--- src/logic/exec_config.svh ---
// Execute slice sizes
`ifndef EXEC_CONFIG_SVH
`define EXEC_CONFIG_SVH

// Reservation station depth
`define EXEC_RS_ENTRIES 16

// Multiplier latency in cycles, counted from the issue edge
`define EXEC_MC_LATENCY 4

// Reorder-buffer id and data word widths
`define EXEC_ROBID_W 7
`define EXEC_XLEN 32

`endif

--- src/logic/exec_pkg.sv ---
// Execute slice types
`include "exec_config.svh"

package exec_pkg;

  // Operand, result, or producer tag while not ready
  typedef logic [`EXEC_XLEN-1:0] word_t;

  typedef logic [`EXEC_ROBID_W-1:0] robid_t;

  // Bit 5 set means no destination
  typedef logic [5:0] rd_t;

  typedef enum logic [4:0] {
    OP_ADD   = 5'd0,
    OP_SUB   = 5'd1,
    OP_AND   = 5'd2,
    OP_OR    = 5'd3,
    OP_XOR   = 5'd4,
    OP_SLL   = 5'd5,
    OP_SRL   = 5'd6,
    OP_SRA   = 5'd7,
    OP_SLT   = 5'd8,
    OP_SLTU  = 5'd9,
    OP_MUL   = 5'd24,
    OP_MULH  = 5'd25,
    OP_MULHU = 5'd26
  } op_e;

  // Functional unit class stored with each station entry
  typedef enum logic [1:0] {
    FU_SC      = 2'd0,
    FU_MC      = 2'd1,
    FU_ILLEGAL = 2'd2
  } fu_class_e;

endpackage

--- src/logic/mcalu.sv ---
// Fixed-latency multiplier unit
`include "exec_config.svh"

module mcalu import exec_pkg::*; #(
  parameter int LATENCY = `EXEC_MC_LATENCY
) (
  input  logic   clk,
  input  logic   rst,
  input  logic   flush,
  input  logic   issue,
  input  op_e    op,
  input  robid_t robid,
  input  rd_t    rd,
  input  word_t  op1,
  input  word_t  op2,
  input  logic   grant,
  output logic   stall,
  output logic   res_valid,
  output logic   res_error,
  output robid_t res_robid,
  output rd_t    res_rd,
  output word_t  res_value
);

  localparam int XLEN  = $bits(word_t);
  localparam int CNT_W = (LATENCY > 1) ? $clog2(LATENCY) : 1;

  logic              busy;
  logic [CNT_W-1:0]  cnt;
  logic              done;
  op_e               cap_op;
  word_t             cap_a;
  word_t             cap_b;
  logic [2*XLEN-1:0] prod_u;
  logic [2*XLEN-1:0] prod_s;

  // Full-width products sharing one low half
  assign prod_u = {{XLEN{1'b0}}, cap_a} * {{XLEN{1'b0}}, cap_b};
  assign prod_s = $signed({{XLEN{cap_a[XLEN-1]}}, cap_a}) *
                  $signed({{XLEN{cap_b[XLEN-1]}}, cap_b});

  assign done  = busy && (cnt == '0);
  assign stall = busy | res_valid;

  always_ff @(posedge clk) begin
    if (rst || flush) begin
      busy      <= 1'b0;
      cnt       <= '0;
      res_valid <= 1'b0;
    end else if (issue) begin
      busy <= 1'b1;
      cnt  <= CNT_W'(LATENCY - 1);
    end else if (done) begin
      busy      <= 1'b0;
      res_valid <= 1'b1;
    end else if (busy) begin
      cnt <= cnt - 1'b1;
    end else if (grant) begin
      res_valid <= 1'b0;
    end
  end

  always_ff @(posedge clk) begin
    if (issue) begin
      cap_op    <= op;
      cap_a     <= op1;
      cap_b     <= op2;
      res_robid <= robid;
      res_rd    <= rd;
    end
    // Result lands on the last busy edge
    if (done) begin
      res_error <= 1'b0;
      case (cap_op)
        OP_MUL:   res_value <= prod_u[XLEN-1:0];
        OP_MULH:  res_value <= prod_s[2*XLEN-1:XLEN];
        OP_MULHU: res_value <= prod_u[2*XLEN-1:XLEN];
        default: begin
          res_value <= '0;
          res_error <= 1'b1;
        end
      endcase
    end
  end

endmodule

--- config.mk ---
export PLATFORM = sky130hd
export DESIGN_NAME = mcalu
export DESIGN_NICKNAME = d
export VERILOG_FILES = /design/src/logic/exec_pkg.sv /design/src/logic/mcalu.sv
export VERILOG_INCLUDE_DIRS = /design/src /design/src/logic
export SDC_FILE = /design/constraint.sdc
export NUM_CORES = 2
export LEC_CHECK = 0
export BUFFER_PORTS_ARGS = -buffer_cell sky130_fd_sc_hd__clkbuf_2
export CAP_MARGIN = 15
export CORE_UTILIZATION = 65
export CTS_CLUSTER_DIAMETER = 30
export DETAILED_ROUTE_END_ITERATION = 8
export GPL_TIMING_DRIVEN = 0
export PLACE_DENSITY = 0.82
export SYNTH_ARGS = -nofsm -noshare
export SYNTH_HDL_FRONTEND = slang
export SYNTH_SLANG_ARGS = --single-unit
--- constraint.sdc ---
create_clock -name clk -period 10.6 [get_ports clk]
set_clock_uncertainty 0.15 [all_clocks]
set_input_delay 0.53 -clock clk [delete_from_list [all_inputs] [get_ports clk]]
set_output_delay 0.53 -clock clk [all_outputs]
set_load 0.01 [all_outputs]
==> impl_metrics.py <==
metrics = {
    "floorplan": {
        "die-area_mm2": 0.0858,
        "fp.dieW_um": 293,
        "ios": 135,
        "row_count": 106,
        "start_util_pct": 65.7,
        "die_h_um": 293,
        "placeableCoreArea_mm2": 0.0837,
    },
    "drt": {
        "m1WireLength_um": 61000,
        "drtIter0Drc": 4586,
        "vias": 42232,
        "ant_nets": 0,
        "dr_wl_met2_um": 85600,
        "top_layer": "met5",
        "drc": 0,
        "avgViaCountPerCell": 6.05,
        "dr.pass1.iters": 6,
        "routed-wl-met3_um": 25400,
        "wirelength_um": 196000,
        "avgRoutedWirePerCell_um": 28.1,
    },
    "cts": {
        "post_cts_buffers": 0,
        "cts_max_path_buffers": 2,
        "cts_tree": "done",
        "root_buffer": "clkbuf_16",
        "hold_buffers": 0,
        "cts_made_buffers": 17,
        "cts.sink_count": 119,
        "clk_pin_slew_ns": 0.08,
        "clk_latency_ns": 0.52,
        "htreeDepth": 4,
    },
    "logic_synthesis": {
        "avgSynthCellArea_um2": 9.73,
        "async_reset_ff_share_pct": 0,
        "ys_ff_latch": 119,
        "synthesis.area_mm2": 0.0550,
        "synth_compound_area_share_pct": 5.00,
        "synthXorXnorAreaFrac_pct": 1.69,
        "synth_edf_count": 115,
        "yosysWarnings": 0,
        "synth_top_flop_cell": "edfxtp_1",
        "synth_top_family_by_area": "adder cells",
        "syn-num-nets": 7597,
        "synthAdderAreaFrac_pct": 62.3,
        "yosysSeqAreaShare_pct": 6.43,
        "synthMuxAreaShare_pct": 0.0569,
        "synth_simple_gate_area_share_pct": 12.0,
        "synth.distinct_cells": 69,
        "syn_inst": 5654,
    },
    "global_routing": {
        "grt_pass1_vias": 45507,
        "gr-total-overflow": 0,
        "antenna_found_initial": 30,
        "grt_max_degree": 48,
        "grt_pass1_wl_um": 287000,
        "grtUsageTotal_pct": 47.9,
    },
    "timing": {
        "drv_slew": 0,
        "hold_viol": 0,
        "rsz0062_at_grt": "false",
        "slew_headroom_pct": 7.07,
        "fin_crit_sh_pct": 100,
        "max_freq_mhz": 94.0,
        "setup_slack_ns": -0.0367,
        "tightest_slew_ns": 1.39,
        "setup_viol": 1,
        "finalCriticalPeriod_ns": 10.64,
    },
    "setup_path": {
        "crit_path_start_kind": "flop",
        "critical_path_buf_inv_count": 4,
        "cpMostUsedCell": "fa_1",
        "required_ns": 10.67,
        "cpPeakStageDelay_ns": 1.06,
        "crit_family": "adder cells",
        "path_class": "flop to flop",
        "critPathSlowestCell": "clkbuf_1",
        "cp-end-kind": "flop",
        "cp_data_arrival_time_ns": 10.71,
        "crit_fanout": 12,
    },
    "finish": {
        "fillers": 6597,
        "final_layout_size_suffix_gt1_share_pct": 3.36,
        "syn2layout_area_growth_pct": 5.20,
        "stdcell_count": 6981,
        "nets": 7757,
    },
    "min_path": {
        "hold_class": "input port to flop",
    },
    "run_status": {
        "status": "finished with violations",
        "violations": "negative setup slack",
    },
    "flow_run": {
        "cap_viol_max_count": 0,
    },
    "place": {
        "gp_congestion": 1.10,
        "io_buffers": 134,
        "dp_cells": 6925,
        "post-dp-hpwl_um": 167000,
    },
}
==> metrics by stage <==
step / instance area (µm²) / utilization [%] / hold WS, ns / setup TNS [ns] / setup WS, ns
after global routing: 57800 / 69.1 / 0.0233 / 0 / 0.00596
after floorplan: 55000 / - / 0.357 / 0 / 2.43
after global placement: 57100 / 68.2 / 0.399 / 0 / 0.415
after detailed placement: 57200 / 68.3 / 0.404 / 0 / 0.279
final: 57800 / 69.1 / 0.0295 / -0.0367 / -0.0367
after CTS: 57700 / 69.0 / 0.0159 / 0 / 0.263
==> state kept, by name, indices dropped and copies added, names as in the netlist <==
signal / cells
busy: 1
cap_a: 32
cap_b: 32
cap_op: 5
cnt: 2
res_error: 1
res_rd: 6
res_robid: 7
res_valid: 1
res_value: 32
==> cell families after synthesis <==
| family | after synthesis |
|---|---|
| AO/OA/AOI/OAI | 423 |
| XOR/XNOR | 106 |
| adder cells (fa/ha/maj) | 1856 |
| buffers and inverters | 1828 |
| flip-flops | 119 |
| multiplexers | 3 |
| AND/OR/NAND/NOR | 1319 |
==> synth_stat cells, drive strengths merged (4+ instances only) <==
cell	number	area [µm²]
xnor2	75	657
o21bai	22	165
nand3	25	125
and2	512	3200
fa	1471	29400
a221oi	5	43.8
o221ai	6	58.8
or3	5	31.3
nand2	597	2240
dfxtp	4	80.1
a21o	67	503
o31ai	5	37.5
a211oi	17	128
clkbuf	232	871
xor2	31	272
a21oi	123	623
a22oi	18	135
inv	1595	5990
o22ai	11	68.8
edfxtp	115	3450
o21ai	89	449
o211ai	7	52.6
ha	385	4820
nor2	55	206
a32oi	5	43.8
or2	4	25.0
nand4	27	175
and3	12	75.1
a31oi	14	109
nor2b	39	244
nor3	13	75.1
o21a	8	60.1
nand2b	20	125
==> path summary, 6_finish.rpt <==
check | start | end | slack (ns) | cells after the start
max | cap_a[16] | res_value[31] | -0.04 | 25
min | op2[25] | cap_b[25] | 0.03 | 1
max reg2reg | cap_a[16] | res_value[31] | -0.04 | 25
min reg2reg | cnt[1] | cnt[1] | 0.42 | 2
==> cell type report <==
| cell class | count | area [µm²] | area share (%) |
|---|---|---|---|
| sequential | 119 | 3530 | 6.11 |
| inverter | 1595 | 5990 | 10.3 |
| timing repair buffer | 141 | 828 | 1.43 |
| multi-input combinational | 3707 | 44600 | 77.1 |
| clock inverter | 14 | 124 | 0.214 |
| buffer | 233 | 887 | 1.53 |
| tap | 1134 | 1420 | 2.45 |
| antenna | 21 | 52.6 | 0.0908 |
| clock buffer | 17 | 425 | 0.735 |
==> repair_timing <==
action | 4_1_cts | 5_1_grt
gates resized for setup | 0 | 16
endpoints found under the setup margin | 0 | 3
hold endpoints to repair | 0 | 0
==> cell usage in the layout, fill, tap and decap left out, drive strengths merged, types with 4 or more instances in the layout <==
cell type,n
xor2,31
clkinv,5
o22ai,11
o31ai,5
nand3,25
dfxtp,4
nor2,55
clkbuf,382
o211ai,7
o21bai,22
or3,5
diode,21
inv,1600
o221ai,6
a221oi,5
a21oi,123
or2,4
and2,512
a211oi,17
buf,8
and3,12
nand4,27
ha,385
nor3,13
a22oi,18
o21ai,89
o21a,8
nand2,597
nand2b,20
a31oi,14
a21o,67
a32oi,5
fa,1471
nor2b,39
xnor2,75
edfxtp,115
==> per-layer routing <==
metal	GRT usage, %	vias up
met1	54.2	21329
met2	70.6	2957
met5	0.794	-
li1	-	16783
met4	45.3	22
met3	16.9	1141
==> worst reg2reg max path: stages, from the launching register on <==
cell and delay, ns:
edfxtp_1 0.74, clkbuf_1 1.06, nand2_1 0.17, fa_1 0.54
fa_1 0.58, fa_1 0.56, inv_1 0.05, fa_1 0.51
inv_1 0.06, fa_1 0.62, inv_1 0.08, fa_1 0.51
fa_1 0.44, fa_1 0.54, ha_1 0.38, nand2_1 0.08
nor2_1 0.07, a221oi_1 0.70, o32ai_1 0.33, nor2_1 0.50
o21ai_1 0.25, a41oi_1 0.63, o21ai_1 0.13, o41a_1 0.15
xnor2_1 0.35, o221ai_1 0.18
Power is not shown: default switching activity piles up to over one toggle a cycle in this logic, so the estimate is an artifact.
