### src/logic/exec_config.svh
// Execute slice sizes
`ifndef EXEC_CONFIG_SVH
`define EXEC_CONFIG_SVH

// Reservation station depth
`define EXEC_RS_ENTRIES 16

// Multiplier latency in cycles, counted from the issue edge
`define EXEC_MC_LATENCY 4

// Reorder-buffer id and data word widths
`define EXEC_ROBID_W 7
`define EXEC_XLEN 32

`endif

### src/logic/exec_pkg.sv
// Execute slice types
`include "exec_config.svh"

package exec_pkg;

  // Operand, result, or producer tag while not ready
  typedef logic [`EXEC_XLEN-1:0] word_t;

  typedef logic [`EXEC_ROBID_W-1:0] robid_t;

  // Bit 5 set means no destination
  typedef logic [5:0] rd_t;

  typedef enum logic [4:0] {
    OP_ADD   = 5'd0,
    OP_SUB   = 5'd1,
    OP_AND   = 5'd2,
    OP_OR    = 5'd3,
    OP_XOR   = 5'd4,
    OP_SLL   = 5'd5,
    OP_SRL   = 5'd6,
    OP_SRA   = 5'd7,
    OP_SLT   = 5'd8,
    OP_SLTU  = 5'd9,
    OP_MUL   = 5'd24,
    OP_MULH  = 5'd25,
    OP_MULHU = 5'd26
  } op_e;

  // Functional unit class stored with each station entry
  typedef enum logic [1:0] {
    FU_SC      = 2'd0,
    FU_MC      = 2'd1,
    FU_ILLEGAL = 2'd2
  } fu_class_e;

endpackage

### src/logic/wb_arbiter.sv
// Writeback arbiter
module wb_arbiter import exec_pkg::*; (
  input  logic   clk,
  input  logic   rst,
  input  logic   flush,
  input  logic   sc0_res_valid,
  input  logic   sc0_res_error,
  input  robid_t sc0_res_robid,
  input  rd_t    sc0_res_rd,
  input  word_t  sc0_res_value,
  input  logic   sc1_res_valid,
  input  logic   sc1_res_error,
  input  robid_t sc1_res_robid,
  input  rd_t    sc1_res_rd,
  input  word_t  sc1_res_value,
  input  logic   mc0_res_valid,
  input  logic   mc0_res_error,
  input  robid_t mc0_res_robid,
  input  rd_t    mc0_res_rd,
  input  word_t  mc0_res_value,
  input  logic   mc1_res_valid,
  input  logic   mc1_res_error,
  input  robid_t mc1_res_robid,
  input  rd_t    mc1_res_rd,
  input  word_t  mc1_res_value,
  output logic   sc0_grant,
  output logic   sc1_grant,
  output logic   mc0_grant,
  output logic   mc1_grant,
  output logic   wb_valid,
  output logic   wb_error,
  output robid_t wb_robid,
  output rd_t    wb_rd,
  output word_t  wb_result
);

  logic   sel_error;
  robid_t sel_robid;
  rd_t    sel_rd;
  word_t  sel_value;

  // Multipliers first since they hold off further issues while waiting
  assign mc0_grant = mc0_res_valid;
  assign mc1_grant = mc1_res_valid & ~mc0_res_valid;
  assign sc0_grant = sc0_res_valid & ~mc0_res_valid & ~mc1_res_valid;
  assign sc1_grant = sc1_res_valid & ~mc0_res_valid & ~mc1_res_valid & ~sc0_res_valid;

  always_comb begin
    if (mc0_res_valid) begin
      {sel_error, sel_robid, sel_rd, sel_value} =
        {mc0_res_error, mc0_res_robid, mc0_res_rd, mc0_res_value};
    end else if (mc1_res_valid) begin
      {sel_error, sel_robid, sel_rd, sel_value} =
        {mc1_res_error, mc1_res_robid, mc1_res_rd, mc1_res_value};
    end else if (sc0_res_valid) begin
      {sel_error, sel_robid, sel_rd, sel_value} =
        {sc0_res_error, sc0_res_robid, sc0_res_rd, sc0_res_value};
    end else begin
      {sel_error, sel_robid, sel_rd, sel_value} =
        {sc1_res_error, sc1_res_robid, sc1_res_rd, sc1_res_value};
    end
  end

  always_ff @(posedge clk) begin
    if (rst || flush) begin
      wb_valid <= 1'b0;
    end else begin
      wb_valid <= mc0_res_valid | mc1_res_valid | sc0_res_valid | sc1_res_valid;
    end
  end

  always_ff @(posedge clk) begin
    wb_error  <= sel_error;
    wb_robid  <= sel_robid;
    wb_rd     <= sel_rd;
    wb_result <= sel_value;
  end

endmodule

### config.mk
export PLATFORM = sky130hd
export DESIGN_NAME = wb_arbiter
export DESIGN_NICKNAME = d
export VERILOG_FILES = /design/src/logic/exec_pkg.sv /design/src/logic/wb_arbiter.sv
export VERILOG_INCLUDE_DIRS = /design/src /design/src/logic
export SDC_FILE = /design/constraint.sdc
export NUM_CORES = 1
export LEC_CHECK = 0
export BUFFER_PORTS_ARGS = -buffer_cell sky130_fd_sc_hd__buf_2
export CAP_MARGIN = 25
export CORE_MARGIN = 8
export CORE_UTILIZATION = 34
export CTS_BUF_LIST = sky130_fd_sc_hd__clkbuf_4 sky130_fd_sc_hd__clkbuf_8
export DETAILED_ROUTE_END_ITERATION = 7
export PLACE_DENSITY_LB_ADDON = 0.2
export SLEW_MARGIN = 5
export SYNTH_ARGS = -nofsm -noshare
export SYNTH_HDL_FRONTEND = slang
export SYNTH_SLANG_ARGS = --single-unit
### constraint.sdc
create_clock -name clk -period 1.35 [get_ports clk]
set_input_delay 0.405 -clock clk [delete_from_list [all_inputs] [get_ports clk]]
set_output_delay 0.405 -clock clk [all_outputs]
set_load 0.01 [all_outputs]
==> results of run 1 <==
kinds of logic (layout without fill, tap and decap cells):
| kind of cell | after synthesis | after routing | share of synthesized area [%] |
|---|---|---|---|
| simple gates | 97 | 97 | 25.9 |
| flops | 47 | 47 | 36.4 |
| compound gates | 46 | 46 | 13.4 |
| mux | 46 | 46 | 17.8 |
| buf+inv | 28 | 270 | 6.49 |
metrics by stage:
stage	utilization [%]	cell area (sq um)	TNS [ns]	setup WS (ns)	cells
6_report	56.3	4110	-0.00342	-0.00342	605
5_1_grt	56.3	4110	-0.0246	-0.0246	605
4_1_cts	56.1	4090	-0.00898	-0.00898	604
3_5_place_dp	54.6	3980	-1.77	-0.0917	597
3_3_place_gp	54.6	3980	-0.564	-0.0812	597
2_1_floorplan	-	2600	-0.152	-0.152	264
registers in the layout, indices dropped and copies added (netlist names):
name and flops:
wb_result 32, wb_error 1, wb_valid 1, wb_robid 7
wb_rd 6
power by group:
part / leakage [nW] / internal, W / switching, W / total (W)
logic: 1.59 / 0.000545 / 0.000444 / 0.000989
clock network: 0.0406 / 0.000366 / 0.000438 / 0.000804
registers: 0.396 / 0.00152 / 0.0000292 / 0.00155
total: 2.02 / 0.00243 / 0.000911 / 0.00334
cell type report:
type / count / share of cell area, %
repair buffers: 263 / 35.8
multi-input cells: 189 / 36.3
well taps: 99 / 3.02
inverters: 1 / 0.0914
flip-flops and latches: 47 / 22.9
clock buffers: 6 / 1.86
cells in the final DEF (no fill, tap or decap), drive strengths merged:
cell,n
a221oi,1
a211oi,45
nor4,1
nor3,1
and2,1
nor2,1
nor3b,46
dfxtp,47
mux2i,46
nor2b,46
buf,263
nor4b,1
inv,1
clkbuf,6
routing by layer:
metal | up-vias | track usage, % | wire length, um
li1 | 1444 | - | -
met1 | 1279 | 18.7 | 3670
met2 | 133 | 33.5 | 5370
met3 | 12 | 5.56 | 864
met4 | 0 | 5.45 | 179
met5 | - | 0 | 0
path summary, 6_finish.rpt:
kind	from	to	depth (start not counted)
setup / recovery	sc0_res_valid	sc1_grant	3
hold / removal	rst	wb_valid	2
what timing repair did:
action	4_1_cts	5_1_grt
gates resized for setup	8	2
hold buffers	0	0
setup endpoints to repair	4	1
hold endpoints to repair	0	0
pin swaps	1	1
setup buffers	1	1
==> summary.txt, run 1 <==
Status
  • Status: complete, but fails checks
  • Failing checks: negative setup slack

Timing
  • Final hold vios: 0
  • Endpoints failing setup: 1
  • Crit path time final: 1.35 ns
  • Final setup margin: -0.00342 ns
  • Slew Viols, Final: 0
  • Worst slew margin: 80.6%
  • RSZ-0062 raised after global routing: yes
  • Hold Worst Slack: 0.262 ns
  • Worst Max-Slew Pin Slew: 0.288 ns
  • Peak Freq: 739 MHz
  • Period utilisation layout: 100%

Clock tree
  • CTS clk-pin slew, worst paths: 0.08 ns
  • CTS tree: built
  • TritonCTS Buffers: 5
  • CTS HTree Levels: 2
  • Clock Sinks: 47
  • CTS max path bufs: 2
  • Clock root cell: clkbuf_8

Floorplanning
  • Height of the die: 103 um
  • Die W: 103 um
  • I/O pin total: 242
  • Rows: 31
  • Total die area: 10600 sq um
  • Initial core utilization: 35.4%
  • Core footprint: 7290 sq um

Setup path
  • Critical setup path kind: primary input to output port
  • Worst path cell trace: buf_12, nor4b_4, buf_2
  • Worst endpoint required time: 0.95 ns
  • Critical Path End Type: output port
  • Critical path's largest stage delay: 0.26 ns
  • Worst path bufs/invs: 2
  • Arr. time, crit path: 0.95 ns
  • Largest delay share family, worst path: buffers and inverters
  • Setup crit start kind: primary input
  • Crit path max-delay cell type: nor4b_4
  • Max FO, Critical Path: 5

Routing
  • Vias per inst: 4.74
  • Initial drt markers: 45
  • Vias: 2868
  • DR pass1 iterations: 4
  • Detailed-route wire length: 10100 um
  • Drc violations: 0
  • Final antenna-violating net count: 0
  • DR WL/cell: 16.7 um

Job
  • Max Cap Violations: 0

Global route
  • First-pass GRT wire length: 15100 um
  • Largest net degree at the start of global routing: 44
  • Initial antenna violation count: 0
  • GRT Total Usage: 18.0%
  • Vias in the first global route: 3068
  • Gr ovfl total: 0

Cells and area
  • Filler instances: 720
  • Area of the multi-input gates: 1490 sq um
  • Share of cells above drive strength 1: 53.6%
  • Synthesis-to-layout area growth: 58.9%
  • Final net count: 698
  • Storage cell area: 941 sq um
  • ANT cells: 0

Placed design
  • IO Port Bufs: 241
  • Gp weighted congestion: 0.765
  • Hpwl dp: 8490 um

Logic synthesis
  • Synth Warn #: 0
  • Post-synthesis register bit count: 47
  • Most common cell in the netlist: dfxtp_1
  • Top post-synthesis cells by area: dfxtp_1 (36%), mux2i_1 (18%), nor3b_1 (13%)
  • Asr flop ratio synth: 0%
  • Seq/Total Area, Yosys: 36.4%
  • Syn_area_per_cell: 9.79 sq um
  • Top post-synthesis cells by count: dfxtp_1 (47), mux2i_1 (46), nor2b_1 (46), nor3b_1 (46), a211oi_1 (45)
  • Synthesized cell area: 2580 sq um
  • Area share of the largest cell type after synthesis: 36.4%
  • Syn_nets: 455
  • Top_reg_cell synth: dfxtp_1
  • Post-synth EDFFs: 0
  • Synth unique cells: 17
  • Mapped Cells: 264
  • Area leader, netlist: dfxtp_1

Power and ir drop
  • LEAKAGE: 2.02 nW
  • Power per cell area: 814 nW/um^2
  • Maximum vdd drop: 0.430 mV
  • Power, Total: 0.00334 W

Worst hold path
  • Worst hold-check path type: primary input to flop
Power figures use the tool's default switching activity.
==> inputs of run 2 (changes only) <==
--- a/config.mk
+++ b/config.mk
@@ -12,7 +12,8 @@
 export CORE_UTILIZATION = 34
 export CTS_BUF_LIST = sky130_fd_sc_hd__clkbuf_4 sky130_fd_sc_hd__clkbuf_8
 export DETAILED_ROUTE_END_ITERATION = 7
-export PLACE_DENSITY_LB_ADDON = 0.2
+export PLACE_DENSITY = 0.78
+export REMOVE_ABC_BUFFERS = 1
 export SLEW_MARGIN = 5
 export SYNTH_ARGS = -nofsm -noshare
 export SYNTH_HDL_FRONTEND = slang
==> run 2 against run 1 <==
  * The flow still finishes with violations (negative setup slack)
  * Combinational power is 0.7% lower
  * Final cell count is 0.33% lower
  * Non-clock buffer count is 4 lower
  * Count of clock-buffer cells in the layout is 2 higher
  * Worst hold slack hardly changed
  * Via count is 1.4% higher
  * Routed wire length is 0.54% lower
  * Global-route usage is 0.65 points lower
  * Worst setup slack worse by 0.059 ns
  * Largest cell class unchanged
  * Highest routed layer unchanged
==> summary.txt, run 2 (synthesized netlist as in run 1, its figures left out) <==
Timing
  • Final setup margin: -0.0621 ns (was -0.00342 ns)
  • Period utilisation layout: 105% (was 100%)
  • Worst Max-Slew Pin Slew: 0.362 ns (was 0.288 ns)
  • Hold Worst Slack: 0.262 ns (about the same)
  • Slew Viols, Final: 0 (unchanged)
  • RSZ-0062 raised after global routing: yes (unchanged)
  • Worst slew margin: 75.8% (was 80.6%)
  • Endpoints failing setup: 1 (unchanged)
  • Peak Freq: 708 MHz (was 739 MHz)
  • Crit path time final: 1.41 ns (was 1.35 ns)
  • Final hold vios: 0 (unchanged)

Setup path
  • Arr. time, crit path: 1.01 ns (was 0.95 ns)
  • Critical Path End Type: output port (unchanged)
  • Max FO, Critical Path: 2 (was 5)
  • Setup crit start kind: primary input (unchanged)
  • Worst endpoint required time: 0.95 ns (about the same)
  • Critical setup path kind: primary input to output port (unchanged)

Routing
  • Initial drt markers: 43 (was 45)
  • Drc violations: 0 (unchanged)
  • Final antenna-violating net count: 0 (unchanged)
  • DR WL/cell: 16.6 um (was 16.7 um)
  • Vias per inst: 4.82 (was 4.74)
  • Vias: 2907 (was 2868)
  • Detailed-route wire length: 10000 um (was 10100 um)
  • DR pass1 iterations: 4 (unchanged)

Power and ir drop
  • Power per cell area: 850 nW/um^2 (was 814 nW/um^2)
  • Combinational fraction of design power: 28.2% (was 29.6%)
  • Maximum vdd drop: 0.432 mV (was 0.430 mV)
  • Switching Share: 27.0% (was 27.2%)
  • Clock Power Share: 27.3% (was 24.1%)
  • LEAKAGE: 2.01 nW (was 2.02 nW)
  • Reg power frac: 44.5% (was 46.4%)
  • Int Pwr: 0.00254 W (was 0.00243 W)
  • Sw power: 0.000939 W (was 0.000911 W)

Worst hold path
  • Hold_sp: rst (unchanged)
  • Hold Path End: wb_valid (unchanged)
  • WHS Path Cells: 2 (unchanged)
  • Worst hold-check path type: primary input to flop (unchanged)

Cells and area
  • ANT cells: 0 (unchanged)
  • Synthesis-to-layout area growth: 58.4% (was 58.9%)
  • Biggest regs: wb_result (32), wb_robid (7), wb_rd (6) (unchanged)
  • Share of cells above drive strength 1: 53.6% (about the same)
  • Largest register by flop count: wb_result (unchanged)
  • Commonest non-fill, non-tap cell in the layout: buf_2 (unchanged)
  • Final Core Density: 56.2% (was 56.3%)
  • Most frequent cells in the layout: buf_2 (237), dfxtp_1 (47), mux2i_1 (46), nor3b_1 (46), nor2b_1 (46) (was buf_2 (238), dfxtp_1 (47), mux2i_1 (46), nor3b_1 (46), nor2b_1 (46))
  • Largest register FFs: 32 (unchanged)
  • Filler instances: 682 (was 720)
  • Area of the multi-input gates: 1500 sq um (was 1490 sq um)
  • Final net count: 694 (was 698)
  • Storage cell area: 941 sq um (unchanged)

Clock tree
  • Clock Sinks: 47 (unchanged)
  • CTS tree: built (unchanged)
  • CTS max path bufs: 2 (unchanged)
  • Clock root cell: clkbuf_8 (unchanged)
  • CTS clk-pin slew, worst paths: 0.09 ns (was 0.08 ns)
  • CTS HTree Levels: 2 (unchanged)
  • TritonCTS Buffers: 5 (unchanged)

Floorplanning
  • Total die area: 10600 sq um (unchanged)
  • Rows: 31 (unchanged)
  • Die W: 103 um (unchanged)
  • Height of the die: 103 um (unchanged)
  • Initial core utilization: 35.4% (unchanged)
  • Core footprint: 7290 sq um (unchanged)
  • I/O pin total: 242 (unchanged)

Job
  • Max Cap Violations: 0 (unchanged)

Global route
  • GRT Total Usage: 17.3% (was 18.0%)
  • Initial antenna violation count: 0 (unchanged)
  • Vias in the first global route: 3055 (was 3068)
  • First-pass GRT wire length: 14500 um (was 15100 um)
  • Largest net degree at the start of global routing: 42 (was 44)
  • Gr ovfl total: 0 (unchanged)

Placed design
  • IO Port Bufs: 241 (unchanged)
  • Hpwl dp: 8280 um (was 8490 um)
  • Gp weighted congestion: 0.806 (was 0.765)

Status
  • Status: complete, but fails checks (unchanged)
  • Failing checks: negative setup slack (unchanged)
run 2: cell types whose count changed in the layout (fill, tap and decap cells not counted), sizes merged:
cell	previous run	this run
buf	263	259
clkbuf	6	8
run 2: how the worst max path moves through the flow:
stage                     slack [ns]     startpoint   endpoint  cells after the start
final                          -0.06  sc0_res_valid  sc1_grant                      3
after global placement         -0.24  mc0_res_valid  sc1_grant                      3
after CTS                       -0.1  sc0_res_valid  sc1_grant                      3
after floorplan                -1.24  mc0_res_valid  sc0_grant                      2
after global routing           -0.09  sc0_res_valid  sc1_grant                      3
after detailed placement       -0.22  mc0_res_valid  sc1_grant                      3
run 2: timing repair:
action,in CTS,in global routing
setup buffers,0,4
gates cloned,0,0
pin swaps,1,0
resized for setup,11,2
setup endpoints to repair,3,2
hold buffers,0,0
run 2: per-layer routing:
layer | vias up | part of all wire, % | GRT usage (%)
met4 | 0 | 1.3 | 4.78
met2 | 156 | 50 | 31.5
li1 | 1438 | - | -
met5 | - | 0 | 0
met1 | 1301 | 37 | 17.9
met3 | 12 | 12 | 7.10
run 2: worst max-delay path: stages:
cell	delay (ns)
buf_8	0.11
nor4b_4	0.31
buf_2	0.19
run 2: metrics by stage:
stage	std cells	power, W	instance area (sq um)	setup slack (ns)	setup TNS (ns)
floorplan	237	0.00194	2420	-1.24	-41.15
global placement	591	0.00252	3910	-0.243	-2.96
detailed placement	591	0.00255	3910	-0.218	-4.04
CTS	599	0.00352	4060	-0.0956	-0.0956
global route	603	0.00368	4100	-0.0925	-0.0925
finish	603	0.00348	4100	-0.0621	-0.0621
run 2: power groups by stage:
stage | Sequential [W] | Combinational, W | Clock (W)
after floorplan | 0.00166 | 0.000276 | 0
after global placement | 0.00158 | 0.000944 | 0
after detailed placement | 0.00158 | 0.000967 | 0
after CTS | 0.00155 | 0.000983 | 0.000985
after global routing | 0.00157 | 0.00107 | 0.00105
final | 0.00155 | 0.000982 | 0.000949
run 2: cell type report:
type,instances,area share [%]
Sequential cell,47,23.0
Tap cell,99,3.02
Multi-Input combinational cell,189,36.5
Clock buffer,8,2.54
Timing Repair Buffer,259,34.9
Inverter,1,0.0917
